`src/partition_ram.sv`:
```
// Simple dual-port memory with registered read, one write and one read port
// Holds one partition per ingress port, the port number forms the upper address bits
`timescale 1ns/1ps

module partition_ram #(
    parameter type payload_t = logic,
    parameter int  DEPTH     = 64,
    localparam int ADDR_W    = $clog2(DEPTH)
)(
    input  logic              ing_bus,
    input  logic              wr_en,
    input  logic [ADDR_W-1:0] wr_addr,
    input  payload_t          wr_data,
    input  logic [ADDR_W-1:0] rd_addr,
    output payload_t          rd_data
);

    payload_t mem [DEPTH];

    always_ff @(posedge ing_bus) begin
        if (wr_en) begin
            mem[wr_addr] <= wr_data;
        end
    end

    // Read data lands one cycle after the address
    always_ff @(posedge ing_bus) begin
        rd_data <= mem[rd_addr];
    end

endmodule

```
`config.mk`:
```
export PLATFORM = sky130hd
export DESIGN_NAME = partition_ram
export DESIGN_NICKNAME = d
export VERILOG_FILES = /design/src/partition_ram.sv
export SDC_FILE = /design/constraint.sdc
export NUM_CORES = 1
export LEC_CHECK = 0
export ABC_CLOCK_PERIOD_IN_PS = 2400
export BUFFER_PORTS_ARGS = -buffer_cell sky130_fd_sc_hd__buf_2
export CAP_MARGIN = 20
export CORE_MARGIN = 2
export CORE_UTILIZATION = 30
export CTS_BUF_LIST = sky130_fd_sc_hd__clkbuf_8
export CTS_CLUSTER_DIAMETER = 40
export DETAILED_ROUTE_END_ITERATION = 12
export PLACE_DENSITY_LB_ADDON = 0.08
export SLEW_MARGIN = 15
export SYNTH_ARGS = -nofsm -noshare
export SYNTH_HDL_FRONTEND = slang
export SYNTH_SLANG_ARGS = --single-unit
```
`constraint.sdc`:
```
create_clock -name ing_bus -period 2.4 [get_ports ing_bus]
set_clock_uncertainty 0.1 [all_clocks]
set_input_delay 0.24 -clock ing_bus [delete_from_list [all_inputs] [get_ports ing_bus]]
set_output_delay 0.24 -clock ing_bus [all_outputs]
set_load 0.03 [all_outputs]
```
==> results of run 1 <==
==> report_power, final <==
part | internal, W | switching [W]
Combinational | 0.0000578 | 0.0000999
Clock | 0.000352 | 0.000399
Sequential | 0.00126 | 0.00000213
Total | 0.00167 | 0.000501
==> worst min path at each step <==
| stage | start | cells past startpoint | to | slack, ns |
|---|---|---|---|---|
| after global placement | rd_addr[5] | 2 | rd_data | 0.43 |
| after floorplan | wr_data | 0 | mem[0] | 0.24 |
| after detailed placement | rd_addr[5] | 2 | rd_data | 0.41 |
| final | rd_addr[5] | 2 | rd_data | 0.08 |
| after CTS | rd_addr[5] | 2 | rd_data | 0.06 |
| after global routing | rd_addr[5] | 2 | rd_data | 0.07 |
==> layer usage <==
metal	part of all wire [%]	wire (um)
met2	48	3160
met5	0	0
met3	3.0	199
met1	48	3190
met4	0.77	51
==> logic make-up (layout without fill, tap and decap cells) <==
logic type,count (synthesis),after routing,synth area share (%)
flip-flops,65,65,66.6
multiplexers,17,17,14.0
AO/OA/AOI/OAI,6,6,1.59
AND/OR/NAND/NOR,104,104,15.9
buffers and inverters,12,33,1.85
==> layout by cell type, fill, tap and decap left out <==
cell type,synthesis,final
mux4_2,10,10
or3_1,1,1
buf_4,0,4
nor2_1,67,67
dfxtp_1,1,1
clkinv_2,0,2
a22oi_1,2,2
a21oi_1,1,1
a21boi_0,1,1
nand2_1,7,7
nand4b_1,1,1
nand3b_1,4,4
and2b_1,1,1
nand4_1,3,3
a32o_1,1,1
clkinv_1,0,2
nor2b_1,5,5
clkbuf_8,0,9
edfxtp_1,64,64
nor3_1,2,2
or2_0,1,1
a41oi_1,1,1
mux4_1,7,7
nand2b_1,2,2
clkinvlp_4,0,1
or3b_2,1,1
nand3_1,9,9
buf_2,1,15
==> state kept, by name, indices dropped and copies added (netlist names) <==
signal	flops
mem	64
rd_data	1
==> through the flow <==
stage                     power (W)  utilization (%)  std cells  setup WS [ns]
after floorplan             0.00138                -        204          0.525
after global placement      0.00144             33.5        340          0.180
after detailed placement    0.00144             33.5        340          0.154
after CTS                   0.00219             35.1        354          0.418
after global routing        0.00225             35.1        354          0.381
final                       0.00217             35.1        354          0.421
==> final cells by class <==
cell class	count	area share, %
timing repair buffer	19	3.21
clock inverter	5	0.764
tap	129	4.93
clock buffer	9	3.78
multi-input combinational	127	28.0
sequential	65	59.3
==> qor.csv, run 1 <==
metric;value;unit
fill_cells;937;
avgSynthCellArea;14.3;sq um
tns;0;ns
yosys_warnings;0;
viasPerCell;4.83;
use_met1;19.5;%
vias;1710;
syn-num-nets;219;
ys_types;25;
setup_violations;0;
ir_worst_vdd;0.000238;V
p_leak;1.00;nW
drt_wl_total;6600;um
antenna_found_initial;0;
endpoint;rd_data;
period_share;82.4;%
post_cts_buffers;0;
r2r-end;rd_data;
wl_per_cell;18.7;um
yosysMostFrequentCell;nor2_1;
finish.instance_area;0.00328;sq mm
path_buf_inv;0;
drive_gt1_share;18.7;%
synth_commonest_cells;nor2_1, edfxtp_1, clkbuf_1, mux4_2, nand3_1;
hold_buffers;0;
initial_core_util;31.2;%
drt-initial-drc-count;119;
powerDensity;661;mW/mm^2
clk_path_buf_depth;2;
grt_overflow_total;0;
portBuffers;15;
cts_tree;built;
syn2layout_area_growth;12.4;%
path_clk_slew;0.07;ns
ant_nets;0;
use_met2;20.8;%
diodes;0;
synth_top_area_share;66.0;%
place_congestion;0.734;
drt_pass1_iterations;4;
grt_pass1_vias;1764;
grt_use_total;13.8;%
die_area;0.0105;sq mm
path_class;reg2reg;
crit_family;multiplexers;
dp_hpwl;4270;um
r2r_start;mem[2];
busiest_layer;met2;
ios;16;
yosysSeqAreaShare;66.6;%
grt_pass1_wl;10200;um
dpl_cell_area;0.00313;sq mm
cp-end-kind;register;
slew_headroom;61.5;%
ff_latch_area;0.00194;sq mm
synth_area;0.00291;sq mm
nets;237;
std_cell_rows;35;
max_freq;505;MHz
synthCells;204;
cp_max_fo;1;
cts_resized;0;
h-tree-depth;3;
ctsRootBufferMaster;clkbuf_8;
cp_cell_sequence;mux4_1 > mux4_2 > or2_0 > a32o_1;
slew_violations;0;
hold_path.class;in2reg;
ys_seq_elements;65;
crit_slowest_cell;mux4_1;
status;finished clean;
worstMarginPinSlew;0.578;ns
period_needed;1.98;ns
synthTopCellsByArea;edfxtp_1, nor2_1, mux4_2;
arrival;2.10;ns
start_kind;register;
synth.largest_area_cell;edfxtp_1;
synth_edf_count;64;
rsz0062_at_grt;false;
finalHoldViolations;0;
rr_worst_depth;4;
reg2reg_slack;0.42;ns
cap_viol_max_count;0;
multiInputGateArea;918;sq um
cts-buffers-inserted;9;
crit_cells;4;
fp.coreArea;0.00933;sq mm
met3_usage;3.73;%
ys.flop_type;edfxtp_1;
grt_max_degree;65;
fp.dieW;103;um
whs;0.0802;ns
clk_latency;0.33;ns
worst_path_largest_cell_delay;0.51;ns
cts_sinks;65;
fp.dieH;103;um
crit_required;2.52;ns
async_flop_share;0;%
crit_path_start;mem[2];
drc_errors;0;
Note: power is estimated with default switching activity, not from simulation.
==> run 2, diff against run 1 <==
ABC_AREA = 1   (was not set)
ABC_CLOCK_PERIOD_IN_PS = 1700   (was 2400)
clock period = 1.7 ns   (was 2.4 ns; I/O delays follow)
==> run 2 against run 1 <==
Global-route usage grew 1.6 points. First-iteration DRC count increased by 11%. Clock power rose by 76%. Sequential share of layout area decreased by 3.1 points. Synthesized cell count grew 54%. Non-clock buffer count is 5 higher. Synthesized area is 4.5% higher.
==> qor.csv, run 2 <==
metric;value;unit
largestRegisters;mem x64, rd_data x1;
powerDensity;976;mW/mm^2
final_common_cell;nand2_1;
ir_worst_vdd;0.000414;V
synth_area;0.00305;sq mm
largest_reg_flops;64;
combPwrFrac;8.3;%
cp-end-kind;register;
hold_buffers;0;
std_cell_rows;36;
synth_commonest_cells;nand2_1, edfxtp_1, nand3_1, nor2_1, inv_1;
yosys_warnings;0;
period_share;72.0;%
cp_cell_sequence;buf_2 > inv_1 > nor3_1 > nand2_1 > nor2_1;
drt_pass1_iterations;4;
place_congestion;0.789;
r2r-end;rd_data;
portBuffers;15;
post-place-ws;0.121;ns
layout_setup_ws;0.475;ns
die_area;0.0110;sq mm
rsz0062_at_grt;false;
ys.flop_type;edfxtp_1;
sw_frac_of_total;25.2;%
synth.largest_area_cell;edfxtp_1;
worst_path_largest_cell_delay;0.29;ns
crit_required;1.66;ns
largest-register;mem;
path_clk_slew;0.08;ns
r2r_start;mem[54];
cts_sinks;65;
drt-initial-drc-count;132;
whs;0.00501;ns
grt_use_total;15.5;%
dp_hpwl;4850;um
rr_worst_depth;8;
clk_latency;0.34;ns
syn-num-nets;329;
yosysMostFrequentCell;nand2_1;
synth_top_area_share;63.1;%
endpoint;mem[25];
cts_resized;0;
drive_gt1_share;11.7;%
cp_max_fo;7;
p_int;0.00252;W
slew_headroom;29.6;%
synthTopCellsByArea;edfxtp_1, nand2_1, nand3_1;
crit_slowest_cell;nand2_1;
viasPerCell;4.77;
status;finished clean;
h-tree-depth;3;
initial_core_util;31.0;%
p_seq_share;52.6;%
hold_path.class;in2reg;
p_leak;1.23;nW
start_kind;input pin;
period_needed;1.22;ns
grt_overflow_total;0;
yosysSeqAreaShare;63.8;%
fp.dieW;105;um
nets;352;
synth_edf_count;64;
fp.coreArea;0.00982;sq mm
cts-buffers-inserted;9;
avgSynthCellArea;9.70;sq um
tns;0;ns
p_clk_share;39.1;%
path_class;in2reg;
setup_violations;0;
grt_max_degree;65;
reg2reg_slack;0.51;ns
finalHoldViolations;0;
drt_wl_total;7910;um
worstMarginPinSlew;1.06;ns
path_buf_inv;2;
clk_path_buf_depth;2;
layout_common_cells;nand2_1, edfxtp_1, nor2_1, nand3_1, buf_2;
crit_family;simple AND/OR/NAND/NOR gates;
crit_path_start;wr_addr[0];
antenna_found_initial;0;
cts_tree;built;
slew_violations;0;
ant_nets;0;
grt_pass1_wl;12700;um
ctsRootBufferMaster;clkbuf_8;
crit_cells;5;
drc_errors;0;
arrival;1.18;ns
ios;16;
switchingPower;0.000851;W
async_flop_share;0;%
vias;2265;
syn2layout_area_growth;13.5;%
synthCells;314;
wl_per_cell;16.7;um
post_cts_buffers;0;
ys_types;14;
cap_viol_max_count;0;
ys_seq_elements;65;
diodes;0;
fp.dieH;105;um
max_freq;817;MHz
grt_pass1_vias;2235;
## run 2: worst reg2reg max path, stage by stage, from the launching register on
cell	delay [ns]
edfxtp_1	0.40
nand2_1	0.09
nand3_1	0.06
nand3_1	0.08
nand2_1	0.07
nand2_1	0.07
nand3_1	0.08
nand3_1	0.08
nand2_1	0.06
## run 2: cell type report
cell class / instances / area (sq um)
repair buffers: 24 / 155
inverters: 16 / 65.1
multi-input cells: 221 / 933
clock buffers: 9 / 124
clock inverters: 7 / 70.1
flip-flops and latches: 65 / 1940
well taps: 133 / 166
fillers: 1081 / 6360
## run 2: how the worst min path moves through the flow
| stage | startpoint | to | slack, ns | depth (start not counted) |
|---|---|---|---|---|
| finish | rd_addr[5] | rd_data | 0.005 | 3 |
| detailed placement | rd_addr[5] | rd_data | 0.36 | 3 |
| global placement | rd_addr[5] | rd_data | 0.37 | 3 |
| CTS | rd_addr[5] | rd_data | 0.006 | 3 |
| global route | rd_addr[5] | rd_data | 0.03 | 3 |
| floorplan | wr_data | mem[0] | 0.17 | 0 |
## run 2: stage by stage
step	std cells	power [W]	instance area, sq um	utilization, %
floorplan	314	0.00198	3050	-
global placement	459	0.00209	3260	33.2
detailed placement	459	0.00209	3260	33.2
CTS	475	0.00339	3460	35.2
global route	475	0.00350	3460	35.2
finish	475	0.00337	3460	35.2
## run 2: metal layers
layer	part of all wire (%)	vias up	track usage [%]
met4	1.3	0	5.81
met3	4.6	11	2.68
met2	43	53	23.0
li1	-	1116	-
met5	0	-	0
met1	51	1085	22.5
## run 2: cells by family after synthesis
| group | after synthesis | synth area share [%] |
|---|---|---|
| DFF | 65 | 63.8 |
| and+or+nand+nor | 221 | 30.6 |
| buffers and inverters | 28 | 5.59 |
## run 2: power groups by stage
stage	Combinational, W	Clock, W	Sequential, W
after floorplan	0.000162	0	0.00182
after global placement	0.000283	0	0.00181
after detailed placement	0.000283	0	0.00181
after CTS	0.000284	0.00134	0.00177
after global routing	0.000316	0.00141	0.00178
final	0.000279	0.00132	0.00177
