$ cat src/router_cfg_pkg.sv
// Bus and packet size constants shared by the ingress buffer and its testbench
package router_cfg_pkg;

    // Output and input bus word
    localparam int DATA_BYTES = 8;
    localparam int BYTES_LOG  = $clog2(DATA_BYTES);

    // Largest packet and the width of a byte length that can hold it
    localparam int MTU_BYTES  = 1500;
    localparam int LEN_W      = $clog2(MTU_BYTES + 1);

    // Port numbering as carried in the output metadata
    localparam int MAX_PORTS  = 8;
    localparam int PORT_W     = $clog2(MAX_PORTS);

endpackage

$ cat src/ingress_types_pkg.sv
// Struct types for input words, packet descriptors and output beats
// Imported by the buffer modules and the testbench
package ingress_types_pkg;
    import router_cfg_pkg::*;

    //////////////////////////////
    // Ingress side

    // One word offered by an ingress port
    typedef struct packed {
        logic                    valid;
        logic [DATA_BYTES*8-1:0] data;
        logic [DATA_BYTES-1:0]   keep;
        logic                    last;
    } in_beat_t;

    // One stored packet, kept per port in the descriptor store
    typedef struct packed {
        logic [LEN_W-1:0] byte_length;
    } desc_t;

    //////////////////////////////
    // Egress side

    typedef struct packed {
        logic [PORT_W-1:0] ingress_port;
        logic [LEN_W-1:0]  byte_length;
    } ing_meta_t;

    typedef struct packed {
        logic                    valid;
        logic [DATA_BYTES*8-1:0] data;
        logic [DATA_BYTES-1:0]   keep;
        logic                    last;
        ing_meta_t               meta;
    } out_beat_t;

endpackage

$ cat src/ingress_writer.sv
// Write side of the ingress buffer: round-robin slot over the ports, one word per cycle
// Drops packets whole when the port's partition or descriptor area runs full
`timescale 1ns/1ps

module ingress_writer
    import router_cfg_pkg::*;
    import ingress_types_pkg::*;
#(
    parameter int  NUM_PORTS         = 4,
    parameter int  DEPTH_PER_PORT    = 64,
    parameter int  NUM_DESC_PER_PORT = 8,
    localparam int PSEL_W            = $clog2(NUM_PORTS),
    localparam int PTR_W             = $clog2(DEPTH_PER_PORT),
    localparam int DPTR_W            = $clog2(NUM_DESC_PER_PORT),
    localparam int WADDR_W           = PSEL_W + PTR_W,
    localparam int DADDR_W           = PSEL_W + DPTR_W
)(
    input  logic                              ing_bus,
    input  logic                              arst_n,
    input  in_beat_t [NUM_PORTS-1:0]          in_ports,
    output logic [NUM_PORTS-1:0]              in_ready,
    input  logic [NUM_PORTS-1:0][PTR_W-1:0]   word_rd_ptr,
    output logic                              word_wr_en,
    output logic [WADDR_W-1:0]                word_wr_addr,
    output logic [DATA_BYTES*8-1:0]           word_wr_data,
    output logic                              desc_wr_en,
    output logic [DADDR_W-1:0]                desc_wr_addr,
    output desc_t                             desc_wr_data,
    output logic [NUM_PORTS-1:0][DPTR_W-1:0]  desc_wr_ptr,
    output logic [NUM_PORTS-1:0]              overflow
);

    localparam int WIDX_W = LEN_W - BYTES_LOG;

    // Word accepted in the previous cycle
    typedef struct packed {
        logic               valid;
        logic               last;
        logic [PSEL_W-1:0]  port;
        logic [WIDX_W-1:0]  widx;
        logic [BYTES_LOG:0] nbytes;
    } wr_stage_t;

    // Input keep is contiguous, so counting ones gives the byte count
    function automatic logic [BYTES_LOG:0] keep_bytes(input logic [DATA_BYTES-1:0] keep);
        logic [BYTES_LOG:0] n;
        n = '0;
        for (int i = 0; i < DATA_BYTES; i++) begin
            n = n + {{BYTES_LOG{1'b0}}, keep[i]};
        end
        return n;
    endfunction

    logic [PSEL_W-1:0]       slot;
    in_beat_t                cur;
    wr_stage_t               s1;
    logic [DATA_BYTES*8-1:0] s1_data;

    logic [PTR_W-1:0]        wr_ptr   [NUM_PORTS];
    logic [PTR_W-1:0]        wr_cmt   [NUM_PORTS];
    logic [DPTR_W-1:0]       desc_cnt [NUM_PORTS];
    logic [WIDX_W-1:0]       wcnt     [NUM_PORTS];
    logic [NUM_PORTS-1:0]    drop;
    logic [NUM_PORTS-1:0]    drained;

    logic                    part_full;
    logic                    desc_full;
    logic                    desc_pend;
    logic [PSEL_W-1:0]       pend_port;
    logic [LEN_W-1:0]        pend_len;
    logic [PSEL_W-1:0]       desc_port;

    assign cur = in_ports[slot];

    always_comb begin
        in_ready       = '0;
        in_ready[slot] = 1'b1;
    end

    // Every committed word has been read, so no descriptor is outstanding
    for (genvar i = 0; i < NUM_PORTS; i++) begin : g_drain
        assign drained[i] = word_rd_ptr[i] == wr_cmt[i];
    end

    assign part_full = PTR_W'(wr_ptr[s1.port] + 1'b1) == word_rd_ptr[s1.port];
    assign desc_full = !drained[s1.port] &&
                       desc_cnt[s1.port] == DPTR_W'(NUM_DESC_PER_PORT - 1);

    //////////////////////////////
    // Slot, pointers and drop control

    always_ff @(posedge ing_bus or negedge arst_n) begin
        if (!arst_n) begin
            slot        <= '0;
            s1          <= '0;
            wr_ptr      <= '{default: '0};
            wr_cmt      <= '{default: '0};
            desc_cnt    <= '{default: '0};
            wcnt        <= '{default: '0};
            drop        <= '0;
            word_wr_en  <= 1'b0;
            desc_pend   <= 1'b0;
            desc_wr_en  <= 1'b0;
            desc_wr_ptr <= '0;
            overflow    <= '0;
        end else begin
            slot <= (slot == PSEL_W'(NUM_PORTS - 1)) ? '0 : slot + 1'b1;

            // Stage 0: capture the slot's word
            s1.valid  <= cur.valid;
            s1.last   <= cur.last;
            s1.port   <= slot;
            s1.widx   <= wcnt[slot];
            s1.nbytes <= keep_bytes(cur.keep);
            if (cur.valid) begin
                wcnt[slot] <= cur.last ? '0 : wcnt[slot] + 1'b1;
            end

            for (int i = 0; i < NUM_PORTS; i++) begin
                if (drained[i]) begin
                    desc_cnt[i] <= '0;
                end
            end

            // Stage 1: store, commit or drop
            word_wr_en <= 1'b0;
            desc_pend  <= 1'b0;
            overflow   <= '0;
            if (s1.valid) begin
                if (drop[s1.port] || part_full || desc_full) begin
                    // Rewind to the last good packet, stay in drop until the last word
                    drop[s1.port]     <= !s1.last;
                    wr_ptr[s1.port]   <= wr_cmt[s1.port];
                    overflow[s1.port] <= s1.last;
                end else begin
                    word_wr_en      <= 1'b1;
                    wr_ptr[s1.port] <= wr_ptr[s1.port] + 1'b1;
                    if (s1.last) begin
                        desc_pend       <= 1'b1;
                        wr_cmt[s1.port] <= wr_ptr[s1.port] + 1'b1;
                        desc_cnt[s1.port] <= drained[s1.port] ? DPTR_W'(1)
                                                              : desc_cnt[s1.port] + 1'b1;
                    end
                end
            end

            // Stage 2: descriptor write, pointer moves as it lands
            desc_wr_en <= desc_pend;
            if (desc_wr_en) begin
                desc_wr_ptr[desc_port] <= desc_wr_ptr[desc_port] + 1'b1;
            end
        end
    end

    //////////////////////////////
    // Payload path

    always_ff @(posedge ing_bus) begin
        s1_data      <= cur.data;
        word_wr_addr <= {s1.port, wr_ptr[s1.port]};
        word_wr_data <= s1_data;
        pend_port    <= s1.port;
        pend_len     <= {s1.widx, {BYTES_LOG{1'b0}}} + LEN_W'(s1.nbytes);
        desc_port    <= pend_port;
        desc_wr_addr <= {pend_port, desc_wr_ptr[pend_port]};
        desc_wr_data.byte_length <= pend_len;
    end

endmodule

$ cat config.mk
export PLATFORM = sky130hd
export DESIGN_NAME = ingress_writer
export DESIGN_NICKNAME = d
export VERILOG_FILES = /design/src/router_cfg_pkg.sv /design/src/ingress_types_pkg.sv /design/src/ingress_writer.sv
export SDC_FILE = /design/constraint.sdc
export NUM_CORES = 1
export LEC_CHECK = 0
export BUFFER_PORTS_ARGS = -buffer_cell sky130_fd_sc_hd__buf_4
export CAP_MARGIN = 0
export CELL_PAD_IN_SITES_DETAIL_PLACEMENT = 0
export CELL_PAD_IN_SITES_GLOBAL_PLACEMENT = 2
export CORE_ASPECT_RATIO = 0.5
export CORE_MARGIN = 4
export CORE_UTILIZATION = 33
export CTS_BUF_LIST = sky130_fd_sc_hd__clkbuf_8
export DETAILED_ROUTE_END_ITERATION = 10
export PLACE_DENSITY_LB_ADDON = 0.1
export SLEW_MARGIN = 15
export SYNTH_ARGS = -nofsm -noshare
export SYNTH_HDL_FRONTEND = slang
export SYNTH_SLANG_ARGS = --single-unit
$ cat constraint.sdc
create_clock -name ing_bus -period 5.5 [get_ports ing_bus]
set_input_delay 1.1 -clock ing_bus [delete_from_list [all_inputs] [get_ports ing_bus]]
set_output_delay 1.1 -clock ing_bus [all_outputs]
set_load 0.005 [all_outputs]
==> impl_metrics.csv <==
group,metric,value,unit
run_status,status,"completed",
floorplan,dieArea,39400,um^2
grt,grt_max_degree,57,
synth,ys_warn_count,0,
final_layout,area_growth,39.6,%
grt,grt_pass1_vias,9616,
synth,ys_ff_latch,296,
sta,fin_skew,35.4,ps
hold_path,worstHoldStart,"s1_data[63]",
cts,cts.sinks,296,
synth,yosys.area.top_type,"dfrtp_1",
synth,synth_most_common_cell,"dfxtp_1",
cts,htree_levels,2,
routing,drt_iter0_drc,483,
floorplan,fp-row-count,48,
cts,cts_setup_buffers,0,
power,power_frac_seq,44.9,%
worst_setup_path,critical_path_class,"reg2reg",
power,vdd_drop_max,0.000172,V
cts,clk_latency,590,ps
hold_path,min_path_type,"reg2reg",
worst_setup_path,reg2reg_from,"s1[13]",
power,p_leak,7.55,nW
cts,ctsResizeCount,0,
routing,vias_per_cell,4.89,
final_layout,final.fill_count,3232,
sta,fin_crit,4110,ps
sta,slew_headroom,40.6,%
synth,synthesis.area,11900,um^2
worst_setup_path,crit_required,5940,ps
sta,drv_slew,0,
worst_setup_path,crit_arrival,4560,ps
floorplan,die_height,142,um
routing,drc,0,
final_layout,drive_gt1_share,50.3,%
synth,synthDistinctLibCells,50,
power,p_comb_share,23.9,%
synth,ys_async_sr_fraction,44.9,%
grt,gr-total-overflow,0,
routing,wl,42700,um
floorplan,io_pins,432,
floorplan,initial_core_util,34.0,%
job,max_cap_violations,0,
place,numPortBuffers,431,
cts,cts-root-buf,"clkbuf_8",
routing,wl_per_cell,23.8,um
grt,grt_use_total,21.0,%
synth,avgSynthCellArea,14.3,um^2
cts,cts_inserted_buffers,44,
sta,final_hold_viol_count,0,
floorplan,core_area,35100,um^2
grt,antenna_found_initial,4,
routing,vias,8759,
synth,synth_fp_nets,1173,
final_layout,layout.nets,1619,
sta,hold_ws,288,ps
grt,grt_pass1_wl,61800,um
synth,synth-edff-count,0,
synth,yosysSeqAreaShare,55.3,%
power,internal-power,0.00447,W
cts,cts.path.max_buffers,3,
routing,dr.pass1.iters,6,
sta,period_share,74.8,%
place,place_hpwl,34300,um
synth,yosysTopAreaCellShare,27.9,%
sta,max_freq,243,MHz
cts,cts-hold-fix-buffers,0,
worst_setup_path,endpoint_kind,"register",
worst_setup_path,cp_max_fo,14,
synth,ys_top_cells_by_count,"dfxtp_1 (163), dfrtp_1 (133), mux4_2 (103), nand2_1 (78), xor2_1 (35)",
power,power_frac_clock,31.2,%
synth,synth-main-ff-cell,"dfxtp_1",
floorplan,die_w,277,um
cts,cts_tree,"done",
cts,path_clk_slew,80,ps
power,power_density,384,nW/um^2
power,swShare,30.1,%
sta,fin_setup_tns,0,ps
synth,synth_area_leaders,"dfrtp_1 (28%), dfxtp_1 (27%), mux4_2 (19%)",
synth,syn_inst,833,
sta,tightest_slew,891,ps
sta,rsz0062_at_grt,"no",
power,p_sw,0.00192,W
final_layout,finish.utilization,47.5,%
worst_setup_path,start_kind,"register",
place,gp_congestion,0.880,
worst_setup_path,startpoint,"s1[13]",
routing,ant_nets,0,
sta,setup_viol_count_final,0,
metal layers:
metal	part of all wire (%)	track usage (%)	vias up
met1	38	24.6	4465
met5	0.047	0	-
met2	55	39.7	239
li1	-	-	3991
met3	4.5	4.02	62
met4	2.1	5.54	2
layout make-up:
cell class / instances / area [um^2] / share of cell area (%)
flip-flops and latches: 296 / 6600 / 39.6
multi-input cells: 474 / 5070 / 30.4
repair buffers: 444 / 3330 / 20.0
clock buffers: 55 / 757 / 4.55
well taps: 475 / 594 / 3.57
clock inverters: 25 / 224 / 1.34
inverters: 19 / 71.3 / 0.428
diodes: 3 / 7.51 / 0.0451
logic make-up (layout without fill, tap and decap cells):
kind of cell	after synthesis	in the layout	synth area share, %
DFF	296	296	55.3
muxes	155	155	24.3
and+or+nand+nor	151	151	6.29
AOI/OAI and AO/OA	94	94	5.44
buffers and inverters	63	543	2.27
xor gates and xnor gates	56	56	4.27
adders and majority gates	18	18	2.14
other	0	3	0
power by group through the flow:
stage	logic, W	clock network, W	registers (W)
floorplan	0.000879	0	0.00280
global placement	0.00153	0	0.00290
detailed placement	0.00155	0	0.00291
CTS	0.00155	0.00206	0.00287
global route	0.00169	0.00217	0.00291
finish	0.00153	0.00200	0.00287
cells in the final DEF, fill, tap and decap left out, types with 4 or more instances in the layout:
master	n
a21oi_1	10
a31oi_1	9
a32oi_1	4
buf_4	444
bufinv_16	4
clkbuf_8	55
clkinv_2	5
dfrtp_1	131
dfxtp_1	163
fa_1	4
ha_1	14
inv_1	31
mux2_1	9
mux2_2	28
mux2i_1	14
mux4_2	103
nand2_1	78
nand3_1	14
nand4_4	4
nor2_1	25
nor4_1	4
o211ai_1	13
o21ai_0	16
o22a_1	4
o31ai_1	28
o32a_1	4
xnor2_1	20
xor2_1	35
stage by stage:
| step | instance area [um^2] | power (W) | worst slack [ps] | instances |
|---|---|---|---|---|
| floorplan | 11900 | 0.00368 | 1150 | 833 |
| global placement | 15700 | 0.00443 | 1370 | 1708 |
| detailed placement | 15700 | 0.00446 | 1360 | 1708 |
| CTS | 16600 | 0.00648 | 1340 | 1788 |
| global route | 16700 | 0.00677 | 1130 | 1791 |
| finish | 16700 | 0.00639 | 1390 | 1791 |
worst max-delay path, cell delays in order (launching register included):
cell	delay [ps]
dfrtp_1	420
mux2_2	350
o21ai_1	410
inv_1	270
ha_1	360
nand3_1	210
xnor2_1	150
or4_4	620
or2_1	510
nand4_4	340
mux2_2	360
registers in the layout (all words and copies together) (netlist names):
signal        flops
s1_data          64
word_wr_data     64
wcnt             32
wr_cmt           24
wr_ptr           24
s1               16
desc_cnt         12
desc_wr_ptr      12
desc_wr_data     11
pend_len         11
word_wr_addr      6
drop              4
overflow          4
desc_wr_addr      3
desc_port         2
pend_port         2
slot              2
desc_pend         1
desc_wr_en        1
word_wr_en        1
final timing paths:
path / endpoint / slack (ps) / cells after the start
min in group asynchronous: slot[1] / 600 / 1
min reg2reg: word_wr_data[63] / 290 / 0
max in group asynchronous: overflow[0] / 3870 / 2
max reg2reg: wr_cmt[10] / 1390 / 10
max: wr_cmt[10] / 1390 / 10
min: word_wr_data[63] / 290 / 0
No activity file was read; power rests on OpenSTA's default activity.
