`src/router_cfg_pkg.sv`:
```
// Bus and packet size constants shared by the ingress buffer and its testbench
package router_cfg_pkg;

    // Output and input bus word
    localparam int DATA_BYTES = 8;
    localparam int BYTES_LOG  = $clog2(DATA_BYTES);

    // Largest packet and the width of a byte length that can hold it
    localparam int MTU_BYTES  = 1500;
    localparam int LEN_W      = $clog2(MTU_BYTES + 1);

    // Port numbering as carried in the output metadata
    localparam int MAX_PORTS  = 8;
    localparam int PORT_W     = $clog2(MAX_PORTS);

endpackage

```
`src/ingress_types_pkg.sv`:
```
// Struct types for input words, packet descriptors and output beats
// Imported by the buffer modules and the testbench
package ingress_types_pkg;
    import router_cfg_pkg::*;

    //////////////////////////////
    // Ingress side

    // One word offered by an ingress port
    typedef struct packed {
        logic                    valid;
        logic [DATA_BYTES*8-1:0] data;
        logic [DATA_BYTES-1:0]   keep;
        logic                    last;
    } in_beat_t;

    // One stored packet, kept per port in the descriptor store
    typedef struct packed {
        logic [LEN_W-1:0] byte_length;
    } desc_t;

    //////////////////////////////
    // Egress side

    typedef struct packed {
        logic [PORT_W-1:0] ingress_port;
        logic [LEN_W-1:0]  byte_length;
    } ing_meta_t;

    typedef struct packed {
        logic                    valid;
        logic [DATA_BYTES*8-1:0] data;
        logic [DATA_BYTES-1:0]   keep;
        logic                    last;
        ing_meta_t               meta;
    } out_beat_t;

endpackage

```
`src/egress_reader.sv`:
```
// Read side of the ingress buffer: polls the ports round-robin for stored packets
// and streams each one onto the output bus through a two-stage pipeline
`timescale 1ns/1ps

module egress_reader
    import router_cfg_pkg::*;
    import ingress_types_pkg::*;
#(
    parameter int  NUM_PORTS         = 4,
    parameter int  DEPTH_PER_PORT    = 64,
    parameter int  NUM_DESC_PER_PORT = 8,
    localparam int PSEL_W            = $clog2(NUM_PORTS),
    localparam int PTR_W             = $clog2(DEPTH_PER_PORT),
    localparam int DPTR_W            = $clog2(NUM_DESC_PER_PORT),
    localparam int WADDR_W           = PSEL_W + PTR_W,
    localparam int DADDR_W           = PSEL_W + DPTR_W
)(
    input  logic                              ing_bus,
    input  logic                              arst_n,
    input  logic [NUM_PORTS-1:0][DPTR_W-1:0]  desc_wr_ptr,
    output logic [DADDR_W-1:0]                desc_rd_addr,
    input  desc_t                             desc_rd_data,
    output logic [WADDR_W-1:0]                word_rd_addr,
    input  logic [DATA_BYTES*8-1:0]           word_rd_data,
    output logic [NUM_PORTS-1:0][PTR_W-1:0]   word_rd_ptr,
    output out_beat_t                         out_beat,
    input  logic                              out_ready
);

    localparam int WCNT_W = LEN_W - BYTES_LOG + 1;

    typedef enum logic [1:0] {
        POLL,
        DESC,
        READ
    } rd_state_t;

    // First pipeline stage, its data word sits in the word store's read register
    typedef struct packed {
        logic                  valid;
        logic                  last;
        logic [DATA_BYTES-1:0] keep;
        ing_meta_t             meta;
    } rd_stage_t;

    rd_state_t             state;
    logic [PSEL_W-1:0]     sel;
    logic [PSEL_W-1:0]     next_sel;
    logic [DPTR_W-1:0]     dptr [NUM_PORTS];
    logic [WCNT_W-1:0]     words_left;
    logic [LEN_W-1:0]      cur_len;
    logic [WADDR_W-1:0]    next_addr;
    logic [WADDR_W-1:0]    last_addr;
    logic [DATA_BYTES-1:0] keep_last;
    rd_stage_t             p0;
    logic                  p1_load;
    logic                  p0_load;
    logic                  issue;
    logic                  last_word;

    assign p1_load   = out_ready || !out_beat.valid;
    assign p0_load   = p1_load || !p0.valid;
    assign issue     = (state == READ) && p0_load;
    assign last_word = words_left == WCNT_W'(1);
    assign next_sel  = (sel == PSEL_W'(NUM_PORTS - 1)) ? '0 : sel + 1'b1;
    assign next_addr = {sel, word_rd_ptr[sel]};

    // Hold the last issued address so a stalled word stays in the read register
    assign word_rd_addr = issue ? next_addr : last_addr;
    assign desc_rd_addr = {sel, dptr[sel]};

    always_comb begin
        keep_last = '0;
        for (int i = 0; i < DATA_BYTES; i++) begin
            if (i < int'(cur_len[BYTES_LOG-1:0])) begin
                keep_last[i] = 1'b1;
            end
        end
        if (cur_len[BYTES_LOG-1:0] == '0) begin
            keep_last = '1;
        end
    end

    //////////////////////////////
    // Poll/read FSM and output pipeline

    always_ff @(posedge ing_bus or negedge arst_n) begin
        if (!arst_n) begin
            state       <= POLL;
            sel         <= '0;
            dptr        <= '{default: '0};
            word_rd_ptr <= '0;
            words_left  <= '0;
            p0          <= '0;
            out_beat    <= '0;
        end else begin
            if (p1_load) begin
                out_beat.valid <= p0.valid;
                if (p0.valid) begin
                    out_beat.data <= word_rd_data;
                    out_beat.keep <= p0.keep;
                    out_beat.last <= p0.last;
                    out_beat.meta <= p0.meta;
                end
            end

            if (p0_load) begin
                p0.valid <= issue;
            end
            if (issue) begin
                p0.last              <= last_word;
                p0.keep              <= last_word ? keep_last : '1;
                p0.meta.ingress_port <= PORT_W'(sel);
                p0.meta.byte_length  <= cur_len;
            end

            case (state)
                POLL: begin
                    if (dptr[sel] != desc_wr_ptr[sel]) begin
                        state <= DESC;
                    end else begin
                        sel <= next_sel;
                    end
                end
                DESC: begin
                    // Word count is the byte length rounded up to whole words
                    words_left <= WCNT_W'((int'(desc_rd_data.byte_length) + DATA_BYTES - 1)
                                          / DATA_BYTES);
                    state      <= READ;
                end
                READ: begin
                    if (issue) begin
                        word_rd_ptr[sel] <= word_rd_ptr[sel] + 1'b1;
                        words_left       <= words_left - 1'b1;
                        if (last_word) begin
                            dptr[sel] <= dptr[sel] + 1'b1;
                            sel       <= next_sel;
                            state     <= POLL;
                        end
                    end
                end
                default: begin
                    state <= POLL;
                end
            endcase
        end
    end

    always_ff @(posedge ing_bus) begin
        if (state == DESC) begin
            cur_len <= desc_rd_data.byte_length;
        end
        if (issue) begin
            last_addr <= next_addr;
        end
    end

endmodule

```
`config.mk`:
```
export PLATFORM = sky130hd
export DESIGN_NAME = egress_reader
export DESIGN_NICKNAME = d
export VERILOG_FILES = /design/src/router_cfg_pkg.sv /design/src/ingress_types_pkg.sv /design/src/egress_reader.sv
export SDC_FILE = /design/constraint.sdc
export NUM_CORES = 1
export LEC_CHECK = 0
export BUFFER_PORTS_ARGS = -buffer_cell sky130_fd_sc_hd__buf_2
export CELL_PAD_IN_SITES_DETAIL_PLACEMENT = 1
export CELL_PAD_IN_SITES_GLOBAL_PLACEMENT = 2
export CORE_MARGIN = 3
export CORE_UTILIZATION = 30
export DETAILED_ROUTE_END_ITERATION = 7
export PLACE_DENSITY_LB_ADDON = 0.1
export SYNTH_ARGS = -nofsm -noshare
export SYNTH_HDL_FRONTEND = slang
export SYNTH_SLANG_ARGS = --single-unit
```
`constraint.sdc`:
```
create_clock -name ing_bus -period 2.8 [get_ports ing_bus]
set_input_delay 0.84 -clock ing_bus [delete_from_list [all_inputs] [get_ports ing_bus]]
set_output_delay 0.84 -clock ing_bus [all_outputs]
set_load 0.05 [all_outputs]
```
==> impl_metrics.ini, run 1 <==
[logic_synthesis]
synthArstFlopShare_pct = 89.3
synth_edf_count = 11
synth_ff_type = dfrtp_1
postSynthAreaPerCell_um2 = 12.6
synth_top_area_cell = dfrtp_1
syn_nets = 699
synth-warning-count = 0
syn_area_um2 = 7560
synth_top_area_share_pct = 52.6
synth_common_cells = dfrtp_1, mux2_2, nand2_1
synth_most_common_cell = dfrtp_1
ys_ff_latch = 178
postSynthCellCount = 601
synth.distinct_cells = 52
netlist_top_cells_area = dfrtp_1, mux2_2, nand2_1
ys_seq_area_share_pct = 59.1

[clocking]
hold_buffers = 0
clock_path_buffers = 2
numCtsBuffers = 17
htreeDepth = 4
path_clk_slew_ns = 0.08
clock-root-buffer = clkbuf_16
cts_tree = built
cts_sinks = 178
insertion_delay_ns = 0.43

[power_and_ir_drop]
p_per_area_nw_per_um2 = 1370
sequentialPowerShare_pct = 30.9
worst_ir_drop_vdd_v = 0.000578
clkPwrFrac_pct = 18.3
power.share.combinational_pct = 50.8
p_int_mw = 7.14
power_leakage_nw = 4.65
p_total_mw = 13.6
switchingPower_mw = 6.44
switching_share_pct = 47.4

[global_routing]
grt_usage_pct = 15.4
grt_max_degree = 51
grt_pass1_wl_um = 32400
antenna_found_initial = 1
grt_pass1_vias = 5769
grt_overflow = 0

[routing]
wl_per_cell_um = 18.0
vias = 5539
dr.pass1.iters = 4
totalWireLength_um = 21100
drtAntennaViolNets = 0
drc = 0
vias_per_cell = 4.71
drtIter0Drc = 297

[critical_path]
r2r-start = sel[0]
path_delay_family = multiplexers
r2r-end = sel[1]
critical_path_class = flip-flop to output pin
reg2reg_depth = 7
start_kind = flip-flop
cp_num_buf_inv = 2
endpoint_kind = output pin
worstPathArrival_ns = 1.89
worstSetupEndpoint = word_rd_addr[1]
cp-startpoint = sel[0]
cp.required_ns = 1.96
slowest_delay_ns = 0.55
path_cells = buf_12 -> mux4_2 -> nand2_1 -> nand2_2 -> buf_2
worst-path-max-fanout = 12
crit_cells = 5
r2r_setup_slack_ns = 0.53
slowest_stage = mux4_2

[place]
portBuffers = 213
dp.cells = 1133
placed_area_um2 = 9210
preCtsSetupSlack_ns = -0.0299
dp_hpwl_um = 15600
gp_congestion = 0.766

[sta]
slew_headroom_pct = 59.6
worst_clock_skew_ns = 0.0240
fin_crit_ns = 2.73
tns_ns = 0
fmax_mhz = 366
hold_violations = 0
hold_ws_ns = 0.326
setup_slack_ns = 0.0668
setup_violations = 0
rsz0062_at_grt = true
worst_pin_slew_ns = 0.601
slew_viol_final = 0
finalCritPeriodShare_pct = 97.6

[die]
die_y_um = 165
start_util_pct = 30.8
ios = 215
rows = 57
core_um2 = 24500
dieArea_um2 = 27100
die_w_um = 165

[flow_run]
drv_cap = 0

[layout]
utilization_pct = 40.5
diodes = 0
drive_above_1_share_pct = 47.9
area_delta_synth_final_pct = 31.5
design_area_um2 = 9940
layout.cells.non_filler = 1176
fin_nets = 937

[status]
status = completed

[hold_path]
hold_class = input pin to asynchronous set/reset pin
[logic make-up after synthesis]
group	synth area share, %
flops	59.1
mux	18.4
compound gates	6.21
xor+xnor	1.85
simple gates	10.7
fa+ha+maj	1.32
buf+inv	2.28
other cells	0.0496
[power groups by stage]
| stage | logic [mW] | registers, mW | clock network, mW |
|---|---|---|---|
| after CTS | 6.93 | 4.21 | 2.58 |
| after detailed placement | 6.83 | 4.26 | 0 |
| final | 6.89 | 4.20 | 2.49 |
| after global routing | 7.38 | 4.33 | 2.70 |
| after global placement | 6.76 | 4.21 | 0 |
| after floorplan | 2.59 | 6.55 | 0 |
[what timing repair did]
action                                  in CTS  in global routing
endpoints found under the setup margin      10                  8
buffers inserted                             6                  5
resized for setup                            3                  4
pin swaps                                    0                  0
[area by class of cell]
type	instances	area, µm²
tap	324	405
sequential	178	4470
clock inverter	13	156
clock buffer	19	464
fill	2722	14600
inverter	8	30.0
timing repair buffer	251	1460
multi-input combinational	383	2960
[flip-flops by register name, indices dropped and copies added (netlist names)]
signal	cells
dptr	12
sel	2
out_beat	87
state	2
last_addr	8
words_left	9
word_rd_ptr	24
cur_len	11
p0	23
[layer usage]
metal,vias to the layer above,routed length (µm),global-route usage [%]
li1,2616,-,-
met1,2738,9400,19.7
met2,162,10200,26.1
met3,21,1230,3.51
met4,2,284,4.19
met5,-,7,0
[cells in the final DEF (no fill, tap or decap), types with 4 or more instances in the layout]
| cell type | n |
|---|---|
| mux2_2 | 99 |
| o21ai_0 | 27 |
| edfxtp_1 | 11 |
| o31ai_1 | 7 |
| nand2_1 | 84 |
| inv_8 | 6 |
| nor2_1 | 24 |
| or4_1 | 10 |
| buf_4 | 32 |
| xnor2_1 | 4 |
| ha_1 | 8 |
| mux4_2 | 10 |
| nor3_1 | 5 |
| xor2_1 | 12 |
| a31oi_1 | 4 |
| buf_12 | 7 |
| nor4_1 | 6 |
| dfxtp_1 | 8 |
| inv_1 | 8 |
| nand3_1 | 14 |
| buf_2 | 209 |
| a21oi_1 | 10 |
| nand2_2 | 7 |
| dfrtp_1 | 158 |
| nand2b_1 | 4 |
| clkbuf_16 | 18 |
| o2111ai_1 | 4 |
[how the worst min path moves through the flow]
| stage | endpoint | cells past startpoint | slack (ns) |
|---|---|---|---|
| after floorplan | p0[10] | 2 | 0.41 |
| after global placement | p0[4] | 2 | 0.43 |
| after detailed placement | p0[10] | 2 | 0.43 |
| after CTS | out_beat[32] | 1 | 0.32 |
| after global routing | out_beat[32] | 1 | 0.33 |
| final | out_beat[32] | 1 | 0.33 |
(Power assumes the default switching activity.)
==> run 2: changes to the inputs <==
--- a/config.mk
+++ b/config.mk
@@ -9,7 +9,7 @@
 export CELL_PAD_IN_SITES_DETAIL_PLACEMENT = 1
 export CELL_PAD_IN_SITES_GLOBAL_PLACEMENT = 2
 export CORE_MARGIN = 3
-export CORE_UTILIZATION = 30
+export CORE_UTILIZATION = 34
 export DETAILED_ROUTE_END_ITERATION = 7
 export PLACE_DENSITY_LB_ADDON = 0.1
 export SYNTH_ARGS = -nofsm -noshare
==> constraint.sdc (replaced) <==
create_clock -name ing_bus -period 3.11 [get_ports ing_bus]
set_input_delay 0.933 -clock ing_bus [delete_from_list [all_inputs] [get_ports ing_bus]]
set_output_delay 0.933 -clock ing_bus [all_outputs]
set_load 0.02 [all_outputs]
==> run 2 against run 1 <==
  * Flip-flop and latch count is the same
  * Clock power shrank 16%
  * First-iteration DRC count shrank 32%
  * Clock-buffer cell count shrank 1
  * Die area shrank 11%
  * Critical path type unchanged
  * Critical endpoint is now word_rd_addr[5]
  * Highest routed layer is now met4
==> impl_metrics.ini, run 2 (same netlist as run 1, synthesis figures left out) <==
[hold_path]
hold_class = input pin to asynchronous set/reset pin

[critical_path]
endpoint_kind = output pin
r2r-end = dptr[7]
cp.required_ns = 2.18
cp_num_buf_inv = 1
slowest_delay_ns = 0.73
path_cells = mux4_2 -> nand2_1 -> nand2_1 -> buf_2
start_kind = flip-flop
slowest_stage = dfrtp_1
worst-path-max-fanout = 12
r2r-start = words_left[1]
path_delay_family = flip-flops
worstPathArrival_ns = 1.99
r2r_setup_slack_ns = 0.60
reg2reg_depth = 7
cp-startpoint = sel[1]
path_common_cell = nand2_1
critical_path_class = flip-flop to output pin

[power_and_ir_drop]
p_int_mw = 6.16
switching_share_pct = 40.3
worst_ir_drop_vdd_v = 0.000317
p_per_area_nw_per_um2 = 1070
p_total_mw = 10.3
power_leakage_nw = 4.54
clkPwrFrac_pct = 20.4
switchingPower_mw = 4.16
power.share.combinational_pct = 42.8
sequentialPowerShare_pct = 36.8

[sta]
fmax_mhz = 342
setup_slack_ns = 0.184
tns_ns = 0
hold_ws_ns = 0.432
fin_crit_ns = 2.93
slew_viol_final = 0
worst_pin_slew_ns = 0.736
worst_clock_skew_ns = 0.0112
setup_violations = 0
slew_headroom_pct = 50.2
finalCritPeriodShare_pct = 94.1
hold_violations = 0
rsz0062_at_grt = false

[routing]
drc = 0
vias = 5561
vias_per_cell = 4.99
wl_per_cell_um = 18.8
dr.pass1.iters = 4
drtAntennaViolNets = 0
drtIter0Drc = 202
totalWireLength_um = 20900

[layout]
diodes = 0
design_area_um2 = 9650
fin_nets = 925
layout.cells.non_filler = 1115
multi_input_area_um2 = 2930
largest_reg_flops = 87
area_delta_synth_final_pct = 27.6
max_flop_register = out_beat
mostFrequentLayoutCell = buf_2
fillers = 2351
area.sequential_um2 = 4470
utilization_pct = 45.0
drive_above_1_share_pct = 45.8
top_regs = out_beat (87), word_rd_ptr (24), p0 (23)
most-common-layout-cells = buf_2, dfrtp_1, mux2_2

[place]
placed_area_um2 = 9080
dp_hpwl_um = 15900
dp.cells = 1083
gp_congestion = 0.811
portBuffers = 213
preCtsSetupSlack_ns = 0.209

[clocking]
cts_tree = built
post_cts_resized = 0
clock-root-buffer = clkbuf_16
cts_sinks = 178
cts_setup_buffers = 0
htreeDepth = 4
hold_buffers = 0
path_clk_slew_ns = 0.07
insertion_delay_ns = 0.43
numCtsBuffers = 17
clock_path_buffers = 2

[die]
core_um2 = 21400
start_util_pct = 35.3
die_y_um = 155
ios = 215
rows = 53
die_w_um = 155
dieArea_um2 = 24100

[global_routing]
antenna_found_initial = 0
grt_pass1_vias = 5910
grt_max_degree = 57
grt_pass1_wl_um = 33200
grt_overflow = 0
grt_usage_pct = 17.4

[status]
status = completed

[flow_run]
drv_cap = 0
run 2: changes by cell type in the layout (fill, tap and decap cells not counted), sizes merged:
cell	change
buf	-11
clkbuf	-2
clkinv	+2
inv	-1
run 2: worst register-to-register path: cells and delay by family (launching register included):
family | cells | cell delay [ns]
buf+inv | 2 | 0.34
simple gates | 3 | 1.12
mux | 1 | 0.37
flops | 1 | 0.42
fa+ha+maj | 1 | 0.14
run 2: worst max path at each step:
stage	endpoint	slack (ns)	cells past startpoint
global placement	word_rd_addr[6]	0.23	6
finish	word_rd_addr[5]	0.18	4
CTS	word_rd_addr[5]	0.15	4
detailed placement	word_rd_addr[6]	0.21	6
global route	word_rd_addr[5]	0.07	4
floorplan	word_rd_addr[6]	0.008	6
run 2: final cells by class:
cell class | count | share of cell area, %
sequential | 178 | 46.3
multi-input combinational | 383 | 30.3
timing repair buffer | 239 | 13.5
clock buffer | 18 | 4.45
tap | 275 | 3.57
clock inverter | 14 | 1.49
inverter | 8 | 0.311
run 2: power groups by stage:
stage               registers (mW)  clock network (mW)  logic, mW
finish                        3.80                2.10       4.42
global route                  3.92                2.29       4.83
CTS                           3.81                2.17       4.50
detailed placement            3.86                   0       4.49
global placement              3.79                   0       4.39
floorplan                     4.47                   0       2.17
run 2: metal layers:
metal,routed length (µm),vias up,global-route usage [%]
met5,0,-,0
met4,209,0,4.75
met3,1260,14,3.92
met2,10200,163,29.4
met1,9260,2778,22.7
li1,-,2606,-
==> run 3: changes to the inputs <==
--- a/config.mk
+++ b/config.mk
@@ -8,6 +8,7 @@
 export BUFFER_PORTS_ARGS = -buffer_cell sky130_fd_sc_hd__buf_2
 export CELL_PAD_IN_SITES_DETAIL_PLACEMENT = 1
 export CELL_PAD_IN_SITES_GLOBAL_PLACEMENT = 2
+export CORE_ASPECT_RATIO = 1.25
 export CORE_MARGIN = 3
 export CORE_UTILIZATION = 34
 export DETAILED_ROUTE_END_ITERATION = 7
==> run 3 against run 2 <==
  * First-iteration DRC count grew 28%
  * Clock power is 2% higher
  * Utilization is 0.57 points lower
  * Combinational power fell by 1%
  * Via count down 0.54%
  * Power decreased by 0.31%
  * Fmax is 0.11% higher
  * Wire length is 2.1% lower
  * Design area barely moved
  * Worst setup slack gained 0.0033 ns
  * Worst hold slack better by 0.0096 ns
  * Flip-flop and latch count unchanged
  * Highest routed layer unchanged
==> impl_metrics.ini, run 3 (same netlist as run 1, synthesis figures left out) <==
[sta]
setup_slack_ns = 0.187
slew_viol_final = 0
worst_pin_slew_ns = 0.587
slew_headroom_pct = 60.5
fmax_mhz = 342
hold_violations = 0
rsz0062_at_grt = false
finalCritPeriodShare_pct = 94.0
tns_ns = 0
worst_clock_skew_ns = 0.0153
hold_ws_ns = 0.441
fin_crit_ns = 2.92
setup_violations = 0

[global_routing]
grt_overflow = 0
met3_usage_pct = 4.01
grt_usage_pct = 17.2
grt_max_degree = 57
grt_pass1_vias = 6052
met2_usage_pct = 30.6
met1_usage_pct = 20.8
busiest_layer = met2
antenna_found_initial = 0
grt_pass1_wl_um = 33300

[layout]
multi_input_area_um2 = 2930
mostFrequentLayoutCell = buf_2
diodes = 0
area_delta_synth_final_pct = 27.7
drive_above_1_share_pct = 45.6
largest_reg_flops = 87
area.sequential_um2 = 4470
max_flop_register = out_beat
top_regs = out_beat (87), word_rd_ptr (24), p0 (23)
fillers = 2390
most-common-layout-cells = buf_2, dfrtp_1, mux2_2
fin_nets = 921
utilization_pct = 44.5

[place]
dp_hpwl_um = 15300
gp_congestion = 0.787
preCtsSetupSlack_ns = 0.236
portBuffers = 213

[hold_path]
hold_depth = 2
worstHoldStart = cur_len[7]
hold_class = flip-flop to flip-flop
whs_endpoint = p0[7]

[power_and_ir_drop]
clkPwrFrac_pct = 20.9
p_int_mw = 6.14
switching_share_pct = 40.3
p_per_area_nw_per_um2 = 1070
power_leakage_nw = 4.53
power.share.combinational_pct = 42.5
switchingPower_mw = 4.14
sequentialPowerShare_pct = 36.6
worst_ir_drop_vdd_v = 0.000418

[routing]
vias = 5531
wl_per_cell_um = 18.4
drc = 0
drtAntennaViolNets = 0
dr.pass1.iters = 4
totalWireLength_um = 20500
vias_per_cell = 4.96
drtIter0Drc = 258

[flow_run]
drv_cap = 0

[critical_path]
cp.required_ns = 2.18
reg2reg_depth = 8
cp-startpoint = sel[0]
worst-path-max-fanout = 19
endpoint_kind = output pin
r2r-end = dptr[7]
worstPathArrival_ns = 1.99
critical_path_class = flip-flop to output pin
r2r_setup_slack_ns = 0.68
start_kind = flip-flop
r2r-start = words_left[1]

[status]
status = completed

[die]
dieArea_um2 = 24100
die_y_um = 173
rows = 60
die_w_um = 139
start_util_pct = 34.8
ios = 215
core_um2 = 21700

[clocking]
path_clk_slew_ns = 0.07
cts_tree = built
insertion_delay_ns = 0.43
cts_sinks = 178
htreeDepth = 4
numCtsBuffers = 17
clock_path_buffers = 2
clock-root-buffer = clkbuf_16
hold_buffers = 0
[run 3: changes by cell type in the layout (fill, tap and decap cells not counted), moves of 2 or more]
cell / previous run / this run
buf_4: 23 / 18
clkinv_8: 0 / 2
clkinvlp_4: 1 / 3
inv_6: 4 / 0
inv_8: 3 / 6
[run 3: power groups by stage]
stage	clock network, mW	registers [mW]	logic, mW
global placement	0	3.77	4.34
CTS	2.21	3.78	4.46
finish	2.15	3.77	4.37
global route	2.33	3.89	4.77
floorplan	0	4.47	2.17
detailed placement	0	3.83	4.45
[run 3: cell type report]
| class | instances | share of cell area (%) |
|---|---|---|
| inverter | 8 | 0.311 |
| timing repair buffer | 235 | 13.3 |
| sequential | 178 | 46.3 |
| multi-input combinational | 383 | 30.3 |
| clock buffer | 17 | 4.41 |
| clock inverter | 14 | 1.76 |
| tap | 279 | 3.62 |
[run 3: worst max path at each step]
stage	to	slack, ns
after floorplan	word_rd_addr[6]	0.008
after global placement	word_rd_addr[6]	0.25
after detailed placement	word_rd_addr[6]	0.24
after CTS	word_rd_addr[0]	0.06
after global routing	word_rd_addr[5]	0.07
final	word_rd_addr[0]	0.19
[run 3: what timing repair did]
action | in CTS | in global routing
setup endpoints to repair | 0 | 2
resized for setup | 0 | 1
setup buffers | 0 | 0
[run 3: layer usage]
layer	vias to the layer above	routed length, µm
li1	2591	-
met1	2759	8500
met2	154	10600
met3	27	969
met4	0	416
met5	-	0
[run 3: critical path, stage by stage, from the launching register on]
cell and delay (ns):
dfrtp_1 0.34, buf_6 0.25, mux4_2 0.65, nand2_1 0.11
nand2_1 0.06, buf_2 0.16
[run 3: stage by stage]
stage	total power, mW	area (µm²)	std cells
final	10.3	9650	1114
after global routing	11.0	9650	1114
after CTS	10.5	9650	1114
after detailed placement	8.28	9050	1083
after global placement	8.11	9050	1083
after floorplan	6.64	7560	601
